==> config.mk <==
export PLATFORM = sky130hd
export DESIGN_NAME = cl_ddr_glue_top
export DESIGN_NICKNAME = d
export VERILOG_FILES = /design/src/cl_glue_pkg.sv /design/src/cl_ddr_glue_top.sv /design/src/ctl_status.sv /design/src/ddr_traffic_counter.sv /design/src/rst_slice_tree.sv /design/src/scrub_progress.sv /design/src/stat_regs_axil.sv
export SDC_FILE = /design/constraint.sdc
export NUM_CORES = 2
export LEC_CHECK = 0
export ABC_AREA = 1
export BUFFER_PORTS_ARGS = -buffer_cell sky130_fd_sc_hd__buf_4
export CORE_UTILIZATION = 62
export DETAILED_ROUTE_END_ITERATION = 7
export GPL_TIMING_DRIVEN = 1
export PLACE_DENSITY = 0.81
export SLEW_MARGIN = 10
export SYNTH_ARGS = -nofsm -noshare
export SYNTH_HDL_FRONTEND = slang
export SYNTH_SLANG_ARGS = --single-unit
==> constraint.sdc <==
create_clock -name clk -period 33.7 [get_ports clk]
set_input_delay 0 -clock clk [delete_from_list [all_inputs] [get_ports clk]]
set_output_delay 0 -clock clk [all_outputs]
set_load 0.01 [all_outputs]
==> src/cl_glue_pkg.sv <==
//----------------------------------------------------------
// Shared widths, bus structs, register map and ID constants
// for the DDR channel glue. Referenced by scoped names.
//----------------------------------------------------------
`default_nettype none

package cl_glue_pkg;

   // Channel index 0 is A, 1 is B, 2 is C, 3 is D
   localparam int NUM_DDR = 4;

   typedef logic [63:0] ddr_addr_t;
   typedef logic [31:0] reg_t;
   typedef logic [31:0] cnt_t;

   // Handshake pairs of one monitored DDR AXI bus
   typedef struct packed {
      logic awvalid;
      logic awready;
      logic wvalid;
      logic wready;
      logic arvalid;
      logic arready;
      logic rvalid;
      logic rready;
      logic bvalid;
      logic bready;
   } ddr_hs_t;

   typedef struct packed {
      cnt_t aw;
      cnt_t w;
      cnt_t ar;
      cnt_t r;
      cnt_t b;
   } chan_cnt_t;

   // AXI4-Lite signals driven by the master
   typedef struct packed {
      logic       awvalid;
      logic [31:0] awaddr;
      logic       wvalid;
      logic [31:0] wdata;
      logic [3:0] wstrb;
      logic       bready;
      logic       arvalid;
      logic [31:0] araddr;
      logic       rready;
   } axil_req_t;

   // AXI4-Lite signals driven by the slave
   typedef struct packed {
      logic       awready;
      logic       wready;
      logic       bvalid;
      logic [1:0] bresp;
      logic       arready;
      logic       rvalid;
      logic [31:0] rdata;
      logic [1:0] rresp;
   } axil_rsp_t;

   localparam logic [1:0] RESP_OKAY   = 2'b00;
   localparam logic [1:0] RESP_SLVERR = 2'b10;

   localparam reg_t CL_ID0 = 32'hF000_1D0F;
   localparam reg_t CL_ID1 = 32'h1D51_FEDC;

   // Register map
   localparam reg_t CNT_CH_STRIDE = 32'h20;
   localparam reg_t STATUS_ADDR   = 32'h80;

   localparam int BEAT_BYTES = 64;

endpackage

`default_nettype wire

==> src/cl_ddr_glue_top.sv <==
//----------------------------------------------------------
// DDR channel glue top: reset slices, control and status,
// per-channel counters and scrub tracking, status slave
//----------------------------------------------------------
`default_nettype none

module cl_ddr_glue_top #(
   parameter int                     RST_STAGES            = 4,
   parameter cl_glue_pkg::ddr_addr_t SCRB_MAX_ADDR         = 64'h1FFF,
   parameter int                     SCRB_BURST_LEN_MINUS1 = 15
)
(
   input  logic                                            clk,
   input  logic                                            sync_rst_n,
   input  cl_glue_pkg::reg_t                               ctl0,
   input  logic                                            flr_assert,
   input  cl_glue_pkg::ddr_hs_t [cl_glue_pkg::NUM_DDR-1:0] ddr_mon,
   input  cl_glue_pkg::axil_req_t                          axil_req,
   output logic                                            flr_done,
   output cl_glue_pkg::reg_t                               id0,
   output cl_glue_pkg::reg_t                               id1,
   output cl_glue_pkg::axil_rsp_t                          axil_rsp
);

   logic                                              ctl_rst_n;
   logic                                              chan_rst_n;
   logic                                              regs_rst_n;
   logic [cl_glue_pkg::NUM_DDR-1:0]                   scrub_en;
   logic [cl_glue_pkg::NUM_DDR-1:0]                   scrub_done;
   cl_glue_pkg::ddr_addr_t [cl_glue_pkg::NUM_DDR-1:0] scrub_addr;
   cl_glue_pkg::chan_cnt_t [cl_glue_pkg::NUM_DDR-1:0] counts;

   rst_slice_tree #(.RST_STAGES(RST_STAGES)) i_rst_slice_tree (
      .clk        (clk),
      .sync_rst_n (sync_rst_n),
      .ctl_rst_n  (ctl_rst_n),
      .chan_rst_n (chan_rst_n),
      .regs_rst_n (regs_rst_n)
   );

   ctl_status i_ctl_status (
      .clk        (clk),
      .rst_n      (ctl_rst_n),
      .ctl0       (ctl0),
      .flr_assert (flr_assert),
      .scrub_addr (scrub_addr),
      .scrub_en   (scrub_en),
      .flr_done   (flr_done),
      .id0        (id0),
      .id1        (id1)
   );

   // One scrub tracker and one counter block per DDR channel
   for (genvar ch = 0; ch < cl_glue_pkg::NUM_DDR; ch++)
   begin : g_chan
      scrub_progress #(
         .SCRB_MAX_ADDR         (SCRB_MAX_ADDR),
         .SCRB_BURST_LEN_MINUS1 (SCRB_BURST_LEN_MINUS1)
      ) i_scrub_progress (
         .clk    (clk),
         .rst_n  (chan_rst_n),
         .enable (scrub_en[ch]),
         .mon    (ddr_mon[ch]),
         .addr   (scrub_addr[ch]),
         .done   (scrub_done[ch])
      );

      ddr_traffic_counter i_ddr_traffic_counter (
         .clk    (clk),
         .rst_n  (chan_rst_n),
         .mon    (ddr_mon[ch]),
         .counts (counts[ch])
      );
   end

   stat_regs_axil i_stat_regs_axil (
      .clk        (clk),
      .rst_n      (regs_rst_n),
      .axil_req   (axil_req),
      .axil_rsp   (axil_rsp),
      .counts     (counts),
      .scrub_done (scrub_done)
   );

endmodule

`default_nettype wire

==> src/ctl_status.sv <==
//----------------------------------------------------------
// Control word capture, scrub enables, debug ID mux and the
// FLR acknowledge toward the shell
//----------------------------------------------------------
`default_nettype none

module ctl_status
(
   input  logic                                              clk,
   input  logic                                              rst_n,
   input  cl_glue_pkg::reg_t                                 ctl0,
   input  logic                                              flr_assert,
   input  cl_glue_pkg::ddr_addr_t [cl_glue_pkg::NUM_DDR-1:0] scrub_addr,
   output logic [cl_glue_pkg::NUM_DDR-1:0]                   scrub_en,
   output logic                                              flr_done,
   output cl_glue_pkg::reg_t                                 id0,
   output cl_glue_pkg::reg_t                                 id1
);

   cl_glue_pkg::reg_t      ctl0_q;
   logic                   flr_assert_q;
   logic                   dbg_en;
   logic [2:0]             dbg_sel;
   cl_glue_pkg::ddr_addr_t dbg_addr;

   always_ff @(posedge clk or negedge rst_n)
   begin
      if (!rst_n)
      begin
         ctl0_q       <= '0;
         flr_assert_q <= 1'b0;
         flr_done     <= 1'b0;
      end
      else
      begin
         ctl0_q       <= ctl0;
         flr_assert_q <= flr_assert;
         // Toggles for as long as the FLR request stays up
         flr_done     <= flr_assert_q && !flr_done;
      end
   end

   // Bits 3:0 enable A, B, D, C in that order
   assign scrub_en[0] = ctl0_q[0];
   assign scrub_en[1] = ctl0_q[1];
   assign scrub_en[3] = ctl0_q[2];
   assign scrub_en[2] = ctl0_q[3];

   // Bit 31 debug enable, bits 30:28 channel select
   assign dbg_en  = ctl0_q[31];
   assign dbg_sel = ctl0_q[30:28];

   always_comb
   begin
      case (dbg_sel)
         3'd3:    dbg_addr = scrub_addr[2];
         3'd2:    dbg_addr = scrub_addr[3];
         3'd1:    dbg_addr = scrub_addr[1];
         default: dbg_addr = scrub_addr[0];
      endcase
   end

   always_ff @(posedge clk)
   begin
      if (dbg_en)
      begin
         id0 <= dbg_addr[31:0];
         id1 <= dbg_addr[63:32];
      end
      else
      begin
         id0 <= cl_glue_pkg::CL_ID0;
         id1 <= cl_glue_pkg::CL_ID1;
      end
   end

endmodule

`default_nettype wire

==> src/ddr_traffic_counter.sv <==
//----------------------------------------------------------
// Handshake counters for the five channels of one DDR bus.
// Each counter wraps at 2^32.
//----------------------------------------------------------
`default_nettype none

module ddr_traffic_counter
(
   input  logic                   clk,
   input  logic                   rst_n,
   input  cl_glue_pkg::ddr_hs_t   mon,
   output cl_glue_pkg::chan_cnt_t counts
);

   logic aw_fire;
   logic w_fire;
   logic ar_fire;
   logic r_fire;
   logic b_fire;

   assign aw_fire = mon.awvalid && mon.awready;
   assign w_fire  = mon.wvalid  && mon.wready;
   assign ar_fire = mon.arvalid && mon.arready;
   assign r_fire  = mon.rvalid  && mon.rready;
   assign b_fire  = mon.bvalid  && mon.bready;

   always_ff @(posedge clk or negedge rst_n)
   begin
      if (!rst_n)
      begin
         counts <= '0;
      end
      else
      begin
         if (aw_fire)
            counts.aw <= counts.aw + 32'd1;
         if (w_fire)
            counts.w  <= counts.w + 32'd1;
         if (ar_fire)
            counts.ar <= counts.ar + 32'd1;
         if (r_fire)
            counts.r  <= counts.r + 32'd1;
         if (b_fire)
            counts.b  <= counts.b + 32'd1;
      end
   end

endmodule

`default_nettype wire

==> src/rst_slice_tree.sv <==
//----------------------------------------------------------
// Per-block reset slices. Each copy asserts with the top
// reset and releases RST_STAGES clocks later.
//----------------------------------------------------------
`default_nettype none

module rst_slice_tree #(
   parameter int RST_STAGES = 4
)
(
   input  logic clk,
   input  logic sync_rst_n,
   output logic ctl_rst_n,
   output logic chan_rst_n,
   output logic regs_rst_n
);

   // Chain 0 feeds control, chain 1 the channels and chain 2 the registers
   logic [2:0][RST_STAGES-1:0] slice_pipe;

   always_ff @(posedge clk or negedge sync_rst_n)
   begin
      if (!sync_rst_n)
      begin
         slice_pipe <= '0;
      end
      else
      begin
         for (int c = 0; c < 3; c++)
         begin
            slice_pipe[c][0] <= 1'b1;
            for (int s = 1; s < RST_STAGES; s++)
            begin
               slice_pipe[c][s] <= slice_pipe[c][s-1];
            end
         end
      end
   end

   assign ctl_rst_n  = slice_pipe[0][RST_STAGES-1];
   assign chan_rst_n = slice_pipe[1][RST_STAGES-1];
   assign regs_rst_n = slice_pipe[2][RST_STAGES-1];

endmodule

`default_nettype wire

==> src/scrub_progress.sv <==
//----------------------------------------------------------
// Scrub progress of one DDR channel, advanced by accepted
// write bursts on that channel's bus
//----------------------------------------------------------
`default_nettype none

module scrub_progress #(
   parameter cl_glue_pkg::ddr_addr_t SCRB_MAX_ADDR         = 64'h1FFF,
   parameter int                     SCRB_BURST_LEN_MINUS1 = 15
)
(
   input  logic                   clk,
   input  logic                   rst_n,
   input  logic                   enable,
   input  cl_glue_pkg::ddr_hs_t   mon,
   output cl_glue_pkg::ddr_addr_t addr,
   output logic                   done
);

   // Bytes covered by one scrub burst
   localparam cl_glue_pkg::ddr_addr_t BURST_BYTES =
      cl_glue_pkg::ddr_addr_t'((SCRB_BURST_LEN_MINUS1 + 1) * cl_glue_pkg::BEAT_BYTES);

   logic                   aw_fire;
   cl_glue_pkg::ddr_addr_t next_addr;

   assign aw_fire   = mon.awvalid && mon.awready;
   assign next_addr = addr + BURST_BYTES;

   always_ff @(posedge clk or negedge rst_n)
   begin
      if (!rst_n)
      begin
         addr <= '0;
         done <= 1'b0;
      end
      else if (!enable)
      begin
         addr <= '0;
         done <= 1'b0;
      end
      else if (aw_fire && !done)
      begin
         addr <= next_addr;
         done <= (next_addr > SCRB_MAX_ADDR);
      end
   end

endmodule

`default_nettype wire

==> src/stat_regs_axil.sv <==
//----------------------------------------------------------
// AXI4-Lite status slave. Reads return the traffic counters
// and scrub done bits; every write gets SLVERR.
//----------------------------------------------------------
`default_nettype none

module stat_regs_axil
(
   input  logic                                              clk,
   input  logic                                              rst_n,
   input  cl_glue_pkg::axil_req_t                            axil_req,
   output cl_glue_pkg::axil_rsp_t                            axil_rsp,
   input  cl_glue_pkg::chan_cnt_t [cl_glue_pkg::NUM_DDR-1:0] counts,
   input  logic [cl_glue_pkg::NUM_DDR-1:0]                   scrub_done
);

   localparam int CH_W = $clog2(cl_glue_pkg::NUM_DDR);
   localparam cl_glue_pkg::reg_t CNT_SPAN =
      cl_glue_pkg::reg_t'(cl_glue_pkg::NUM_DDR) * cl_glue_pkg::CNT_CH_STRIDE;

   logic                   acc_en;
   logic                   rvalid;
   logic                   bvalid;
   cl_glue_pkg::reg_t      rdata;
   logic [1:0]             rresp;
   logic                   ar_fire;
   logic                   wr_fire;
   cl_glue_pkg::reg_t      ch_word;
   cl_glue_pkg::reg_t      kind_off;
   logic [CH_W-1:0]        rd_chan;
   cl_glue_pkg::chan_cnt_t rd_cnt;
   cl_glue_pkg::reg_t      rd_data_nxt;
   logic [1:0]             rd_resp_nxt;

   // ---------------------------------------------------------
   // Handshakes
   // ---------------------------------------------------------
   assign ar_fire = acc_en && !rvalid && axil_req.arvalid;
   assign wr_fire = acc_en && !bvalid && axil_req.awvalid && axil_req.wvalid;

   always_ff @(posedge clk or negedge rst_n)
   begin
      if (!rst_n)
      begin
         acc_en <= 1'b0;
         rvalid <= 1'b0;
         bvalid <= 1'b0;
      end
      else
      begin
         acc_en <= 1'b1;
         if (ar_fire)
            rvalid <= 1'b1;
         else if (axil_req.rready)
            rvalid <= 1'b0;
         if (wr_fire)
            bvalid <= 1'b1;
         else if (axil_req.bready)
            bvalid <= 1'b0;
      end
   end

   // ---------------------------------------------------------
   // Read decode
   // ---------------------------------------------------------
   assign ch_word  = axil_req.araddr / cl_glue_pkg::CNT_CH_STRIDE;
   assign kind_off = axil_req.araddr % cl_glue_pkg::CNT_CH_STRIDE;
   assign rd_chan  = ch_word[CH_W-1:0];
   assign rd_cnt   = counts[rd_chan];

   always_comb
   begin
      rd_data_nxt = '0;
      rd_resp_nxt = cl_glue_pkg::RESP_SLVERR;
      if (axil_req.araddr[31:2] == cl_glue_pkg::STATUS_ADDR[31:2])
      begin
         rd_data_nxt = cl_glue_pkg::reg_t'(scrub_done);
         rd_resp_nxt = cl_glue_pkg::RESP_OKAY;
      end
      else if (axil_req.araddr < CNT_SPAN)
      begin
         rd_resp_nxt = cl_glue_pkg::RESP_OKAY;
         case (kind_off[4:2])
            3'd0:    rd_data_nxt = rd_cnt.aw;
            3'd1:    rd_data_nxt = rd_cnt.w;
            3'd2:    rd_data_nxt = rd_cnt.ar;
            3'd3:    rd_data_nxt = rd_cnt.r;
            3'd4:    rd_data_nxt = rd_cnt.b;
            default: rd_resp_nxt = cl_glue_pkg::RESP_SLVERR;
         endcase
      end
   end

   // Response payload held stable while rvalid waits on rready
   always_ff @(posedge clk)
   begin
      if (ar_fire)
      begin
         rdata <= rd_data_nxt;
         rresp <= rd_resp_nxt;
      end
   end

   always_comb
   begin
      axil_rsp.awready = wr_fire;
      axil_rsp.wready  = wr_fire;
      axil_rsp.bvalid  = bvalid;
      axil_rsp.bresp   = cl_glue_pkg::RESP_SLVERR;
      axil_rsp.arready = acc_en && !rvalid;
      axil_rsp.rvalid  = rvalid;
      axil_rsp.rdata   = rdata;
      axil_rsp.rresp   = rresp;
   end

endmodule

`default_nettype wire

Word level (Yosys, flattened, before mapping)
Cells that the tools add are included.
W data, S select, Z words.
Word-level totals
  input bits: 180
  register bits after elaboration: 1047
  output and inout bits: 106
Operators by class
  reductions and logical operators: 42
  add/subtract/negate cells: 24
  bitwise logic cells: 1
  $lt $le $gt $ge: 6
  equality and inequality tests: 12
  multiplexer cells: 28
Operator list (count)
  $add A32 B1 Y32 const B: 20
  $mux W64: 8
  $bmux W160 S2: 1
  $add A64 B11 Y64 const B: 4
  $gt A64 B13 Y1 const B: 4
  $pmux W64 S3: 1
  $mux W160: 1
  $pmux W32 S5: 1
  $lt A32 B8 Y1 const B: 1
  $eq A30 B6 Y1 const B: 1
  $logic_and A1 B1 Y1: 30
  $eq A3 B2 Y1 const B: 4
  $mux W1: 12
  $mux W4: 2
  $ne A2 B1 Y1 const B: 4
  $logic_not A1 Y1: 7
  $eq A3 B1 Y1 const B: 2
  $reduce_or A5 Y1: 1
  $mux W2: 2
  $reduce_bool A2 Y1: 2
  $eq A3 B3 Y1 const B: 1
  $logic_not A3 Y1: 1
  $lt A2 B3 Y1 const B: 1
  $reduce_or A2 Y1: 1
  $not A1 Y1: 1

Depth between registers and ports, before layout
  word-level depth: 5
  gate-level depth with buffers: 17
  depth with buffers taken out: 17

By module
Synthesis repeated with hierarchy kept, for this count alone.
Unflattened totals
  cells, all modules: 9251
  area total of the unflattened synthesis: 63161.8 um^2
By module, submodules not included
  ddr_traffic_counter: seq. area each 4003.8 um^2, instances 4, cells an instance 1069, area each 8570.7 um^2
  scrub_progress: seq. area each 1376.3 um^2, instances 4, cells an instance 670, area each 4155.2 um^2
  stat_regs_axil: seq. area each 1066.0 um^2, instances 1, cells an instance 1627, area each 7852.5 um^2
  ctl_status: seq. area each 1531.5 um^2, instances 1, cells an instance 661, area each 4286.6 um^2
  rst_slice_tree: seq. area each 100.1 um^2, instances 1, cells an instance 7, area each 118.9 um^2

Worst setup path before layout
No wires, ideal clock.
  path type: register -> register
  start: reg g_chan[3].i_ddr_traffic_counter.counts[0] (netlist name)
  end: reg g_chan[3].i_ddr_traffic_counter.counts[26] (netlist name)
  arrival: 1.849 ns
  cell stages (with the launch flop): 13
  slack: 31.727 ns
  data required time: 33.577 ns
  setup time: 0.123 ns
  period minus slack after synthesis: 1.973 ns
  buffers on the path: 0
  cell sequence: dfrtp_1 > ha_1 > inv_1 > nor2_2 > nand2_1 > nor2_2 > nand3_1 > nor2_2 > nand4_1 > or2_4 > nor3_2 > nand2_1 > xnor2_1
Between the ends
  word-level cells in the longest chain between the ends: 1
RTL lines
  $add A32 B1 Y32: line ddr_traffic_counter.sv:44  | counts.b <= counts.b + 32'd1;
Every way passes these cells.
A chain may end at the register's enable or synchronous reset.

==> results.txt <==
The run finished with clean final reports. The logs give 0 for the initial antenna violation count and 88900 sq um for the area of the placeable core. The placer's final routability congestion estimate was 1.09; the area added between synthesis and finish was 12.3%. The share of synthesized area spent on multiplexers is 0.181%. The worst pin sits at a relative slew slack of 19.9%. The run gives 0 as the total of warnings raised by yosys. The die covers 91500 sq um. The post-synthesis compound-gate area fraction came out at 11.0%. The transition time of the tightest slew-check pin works out to 1.20 ns.

The number of design rule violations left after detail routing was 0. Of the synthesized area, sequential elements account for 43.0%. Fill cells in the final layout number 7141.

After Yosys synthesis, and, or, nand and nor cells account for 27.9% of the synthesized area. Counting instances, the worst hold path has a depth of 5. Net switching is 27.5% of the power.

The aggregate global routing overflow is 0, and the post-detailed-route count of antenna-violating nets is 0. Cell at the root of the clock tree: clkbuf_16. The run gives 178 mm as the overall routed net length. The final layout contains 7651 nets. The tools report the register-to-register setup slack as 29.17 ns. Setup total negative slack on the finished layout was measured at 0 ns. The period utilization came out at 13.5%.

Synthesis inferred 966 register bits. The count of pins over their slew limit is 0, and the via density per instance is 5.91. Setup violations remaining at the end of the flow were counted as 0. The tools report the net load switching power as 0.795 mW. At the placement stage, the worst setup path has a slack of 29.02 ns. The minimum clock period after layout was 4.53 ns; the number of maximum-capacitance constraint violations was 0. The initial utilization of the core area, before any placement, comes to 62.9%. Average instance area after synthesis: 7.73 sq um. In the layout the commonest cells are 1575 x nand2_1, 876 x dfrtp_1, 830 x inv_1, 798 x nor2_1, 527 x xor2_1.

The critical path in this run is classified as register to async pin. At the worst endpoint, the required time is 34.38 ns. The maximum level of the CTS H-tree was 3; the number of distinct library cell variants in the gate-level netlist after synthesis was 62. The fraction of synthesis flops using an asynchronous set or reset pin was 90.8%; the leakage component of the power was 29.2 nW. The total I/O pin count came out at 286. The adder and majority cell fraction of the synthesized area came out at 0.626%. The upper clock frequency limit was 221 MHz. TritonCTS built the clock tree. Setup repair after global routing left no endpoint under its margin. The commonest non-fill, non-tap cell in the layout was nand2_1. The die width works out to 302 um. The worst hold path terminates at i_stat_regs_axil.rdata[4]$_SDFFCE_PP0P_. Internal power component: 2.09 mW. The run gives 0.72 ns as the clock latency reported for the late side of the worst-skew pair.

The sequential cells in the finished layout cover a total of 24100 sq um. The logs give 132 mm for the placed wire-length estimate after detailed placement and 0.0549 mV for the worst supply voltage drop on vdd. The logs give 0.0288 ns for the clock skew and 51375 for the number of vias after detailed routing.

The logs give 0 for the number of diodes and 56000 sq um for the netlist area before placement. The largest family of logic cells by synthesized area is simple AND/OR/NAND/NOR gates. Summing the areas of all xor and xnor instances in the mapped netlist gives 9.98% of the synthesized area. Synthesis produced a netlist whose cell count is 7238.

After clock tree synthesis, the clock-pin slew on the worst setup and hold paths is 0.06 ns. The number of iterations in the first detailed-routing pass is 6. Worst-path maximum fanout: 80. The total power of the final layout was 2.89 mW; the die extent in y was 302 um. The tools report the critical path endpoint category as an async pin.

The initial detailed-routing violation count was 5358. The worst hold path belongs to the class input port to register. The worst register-to-register path begins at i_rst_slice_tree.ctl_rst_n$_DFF_PN0_.

The all-layer global routing usage came out at 39.0%. The part of the power in combinational logic is 10.5%. The fraction of layout instances using a drive strength above 1 works out to 9.60%. For the final hold violation count, the log shows 0. The clock passes through at most 3 buffers. The run gives 207 as the maximum number of pins on one net before global-route repair. The tools report the end of the worst register-to-register path as g_chan[0].i_scrub_progress.addr[25]$_DFFE_PN0N_. For the floorplan row count, the log shows 109. The clock network accounts for 43.3% of the total power.

The tools report the number of instances in the placed design as 8428. Counting flops with a built-in enable in the synthesized netlist gives 33. The worst hold path begins at axil_req[5].

The wire length per cell after detailed routing was 20.5 um; the multi-input gate area in the final layout was 27800 sq um. The count of buffers from port buffering is 188, and the relative contribution of sequential cells to total power is 46.2%. CTS saw 966 sinks. The first global-routing pass estimated 275 mm of wire. The depth of the most critical reg-to-reg path is 4.

The tools report the kind of start point of the critical path as a register. STA puts the critical path data arrival time at 5.22 ns. Counting the buffers created by CTS gives 104. Power spread over the standard cell area amounts to 45.9 nW/um^2. The count of cells in the finished layout, fillers not included, comes to 8697.

In the post-route analysis, the smallest setup slack over all paths is 29.17 ns. The leading register cell type out of synthesis was dfrtp_1. The via count of the first global-routing pass is 49234.
-- registers in the layout, summed over array words and instances (netlist names), 3 cells and up --
| register | flops |
|---|---|
| g_chan.i_ddr_traffic_counter.counts | 640 |
| g_chan.i_scrub_progress.addr | 216 |
| i_ctl_status.id1 | 32 |
| i_stat_regs_axil.rdata | 32 |
| i_ctl_status.id0 | 24 |
| i_ctl_status.ctl0_q | 8 |
| g_chan.i_scrub_progress.done | 4 |
| i_rst_slice_tree.slice_pipe | 3 |
-- power groups by stage --
stage | Combinational [mW] | Clock (mW) | Sequential, mW
floorplan | 0.189 | 0 | 1.34
global placement | 0.277 | 0 | 1.35
detailed placement | 0.289 | 0 | 1.35
CTS | 0.300 | 1.25 | 1.33
global route | 0.335 | 1.30 | 1.34
finish | 0.303 | 1.25 | 1.33
-- synthesized netlist by cell type, types with 5 or more instances --
| cell type | instances | share of area, % |
|---|---|---|
| nand2_1 | 1575 | 11 |
| dfrtp_1 | 877 | 39 |
| inv_1 | 831 | 5.6 |
| nor2_1 | 802 | 5.4 |
| xor2_1 | 527 | 8.2 |
| o21ai_0 | 495 | 4.4 |
| a21oi_1 | 390 | 3.5 |
| nand3_1 | 347 | 3.1 |
| nor3_1 | 170 | 1.5 |
| o22ai_1 | 166 | 1.9 |
| nand4_1 | 157 | 1.8 |
| clkbuf_1 | 142 | 0.95 |
| xnor2_1 | 105 | 1.6 |
| nor2_2 | 67 | 0.75 |
| dfxtp_1 | 56 | 2.0 |
| nor4_1 | 51 | 0.57 |
| nor2_4 | 41 | 0.82 |
| nor3_2 | 41 | 0.73 |
| nand2_2 | 40 | 0.45 |
| buf_2 | 33 | 0.30 |
| edfxtp_1 | 33 | 1.8 |
| nand3_2 | 29 | 0.52 |
| ha_1 | 28 | 0.63 |
| inv_2 | 27 | 0.18 |
| buf_4 | 18 | 0.24 |
| a221o_1 | 17 | 0.30 |
| a41oi_1 | 14 | 0.22 |
| a22o_1 | 13 | 0.20 |
| buf_1 | 12 | 0.080 |
| nor4_2 | 11 | 0.25 |
| mux2_2 | 9 | 0.18 |
| nor3_4 | 9 | 0.26 |
| nand4_2 | 8 | 0.18 |
| o21ai_1 | 8 | 0.072 |
| a221oi_1 | 7 | 0.11 |
| nand3b_1 | 7 | 0.094 |
| a21boi_0 | 6 | 0.080 |
| a31oi_1 | 5 | 0.056 |
| clkinv_1 | 5 | 0.034 |
| nand2_4 | 5 | 0.10 |
| nor4_4 | 5 | 0.19 |
| or3_1 | 5 | 0.056 |
-- worst max-delay path by stage --
| stage | start | endpoint | slack (ns) |
|---|---|---|---|
| detailed placement | i_rst_slice_tree.ctl_rst_n$_DFF_PN0_ | g_chan[0].i_scrub_progress.addr[56]$_DFFE_PN0N_ | 29.02 |
| floorplan | i_rst_slice_tree.ctl_rst_n$_DFF_PN0_ | g_chan[0].i_ddr_traffic_counter.counts[0]$_DFFE_PN0P_ | 7.50 |
| CTS | i_rst_slice_tree.ctl_rst_n$_DFF_PN0_ | g_chan[0].i_scrub_progress.addr[10]$_DFFE_PN0N_ | 29.00 |
| global placement | i_rst_slice_tree.ctl_rst_n$_DFF_PN0_ | g_chan[0].i_scrub_progress.addr[46]$_DFFE_PN0N_ | 29.04 |
| global route | i_rst_slice_tree.ctl_rst_n$_DFF_PN0_ | g_chan[0].i_scrub_progress.addr[23]$_DFFE_PN0N_ | 28.44 |
| finish | i_rst_slice_tree.ctl_rst_n$_DFF_PN0_ | g_chan[0].i_scrub_progress.addr[25]$_DFFE_PN0N_ | 29.17 |
-- cell families after synthesis --
logic type,Yosys count
AOI/OAI and AO/OA,1136
xor gates and xnor gates,635
adders and majority gates,28
buffers and inverters,1068
DFF,966
muxes,9
other,2
and+or+nand+nor,3394
-- cell type report --
type / count / area share (%)
flip-flops and latches: 966 / 38.3
well taps: 1165 / 2.32
clock inverters: 41 / 0.906
inverters: 863 / 5.17
repair buffers: 300 / 3.94
clock buffers: 154 / 5.09
multi-input cells: 5208 / 44.3
-- metal layers --
metal  up-vias  GRT usage (%)  share of wire (%)
met1     24609           51.1                 40
met4         0           23.9                7.0
met3       457           4.57                7.4
li1      23999              -                  -
met5         -              0                  0
met2      2310           62.4                 46
-- per-stage QoR --
step                hold WS (ns)  utilization, %  area [sq um]
global route              0.0526            70.7         62900
floorplan                 -0.296               -         56000
global placement          -0.205            65.6         58400
finish                    0.0525            70.7         62900
CTS                      0.00903            70.7         62900
detailed placement        -0.203            65.6         58400
-- worst max-delay path, stage by stage, from the launching register on --
cell     delay, ns
dfrtp_4       0.89
buf_4         0.81
buf_4         0.82
buf_4         0.89
buf_4         0.90
-- repair_timing --
item,CTS,global route
hold buffers,74,0
endpoints found under the hold margin,193,0
setup endpoints to repair,0,0
gates resized for setup,0,0
buffers inserted,0,0
Note: power is estimated with default switching activity, not from simulation.
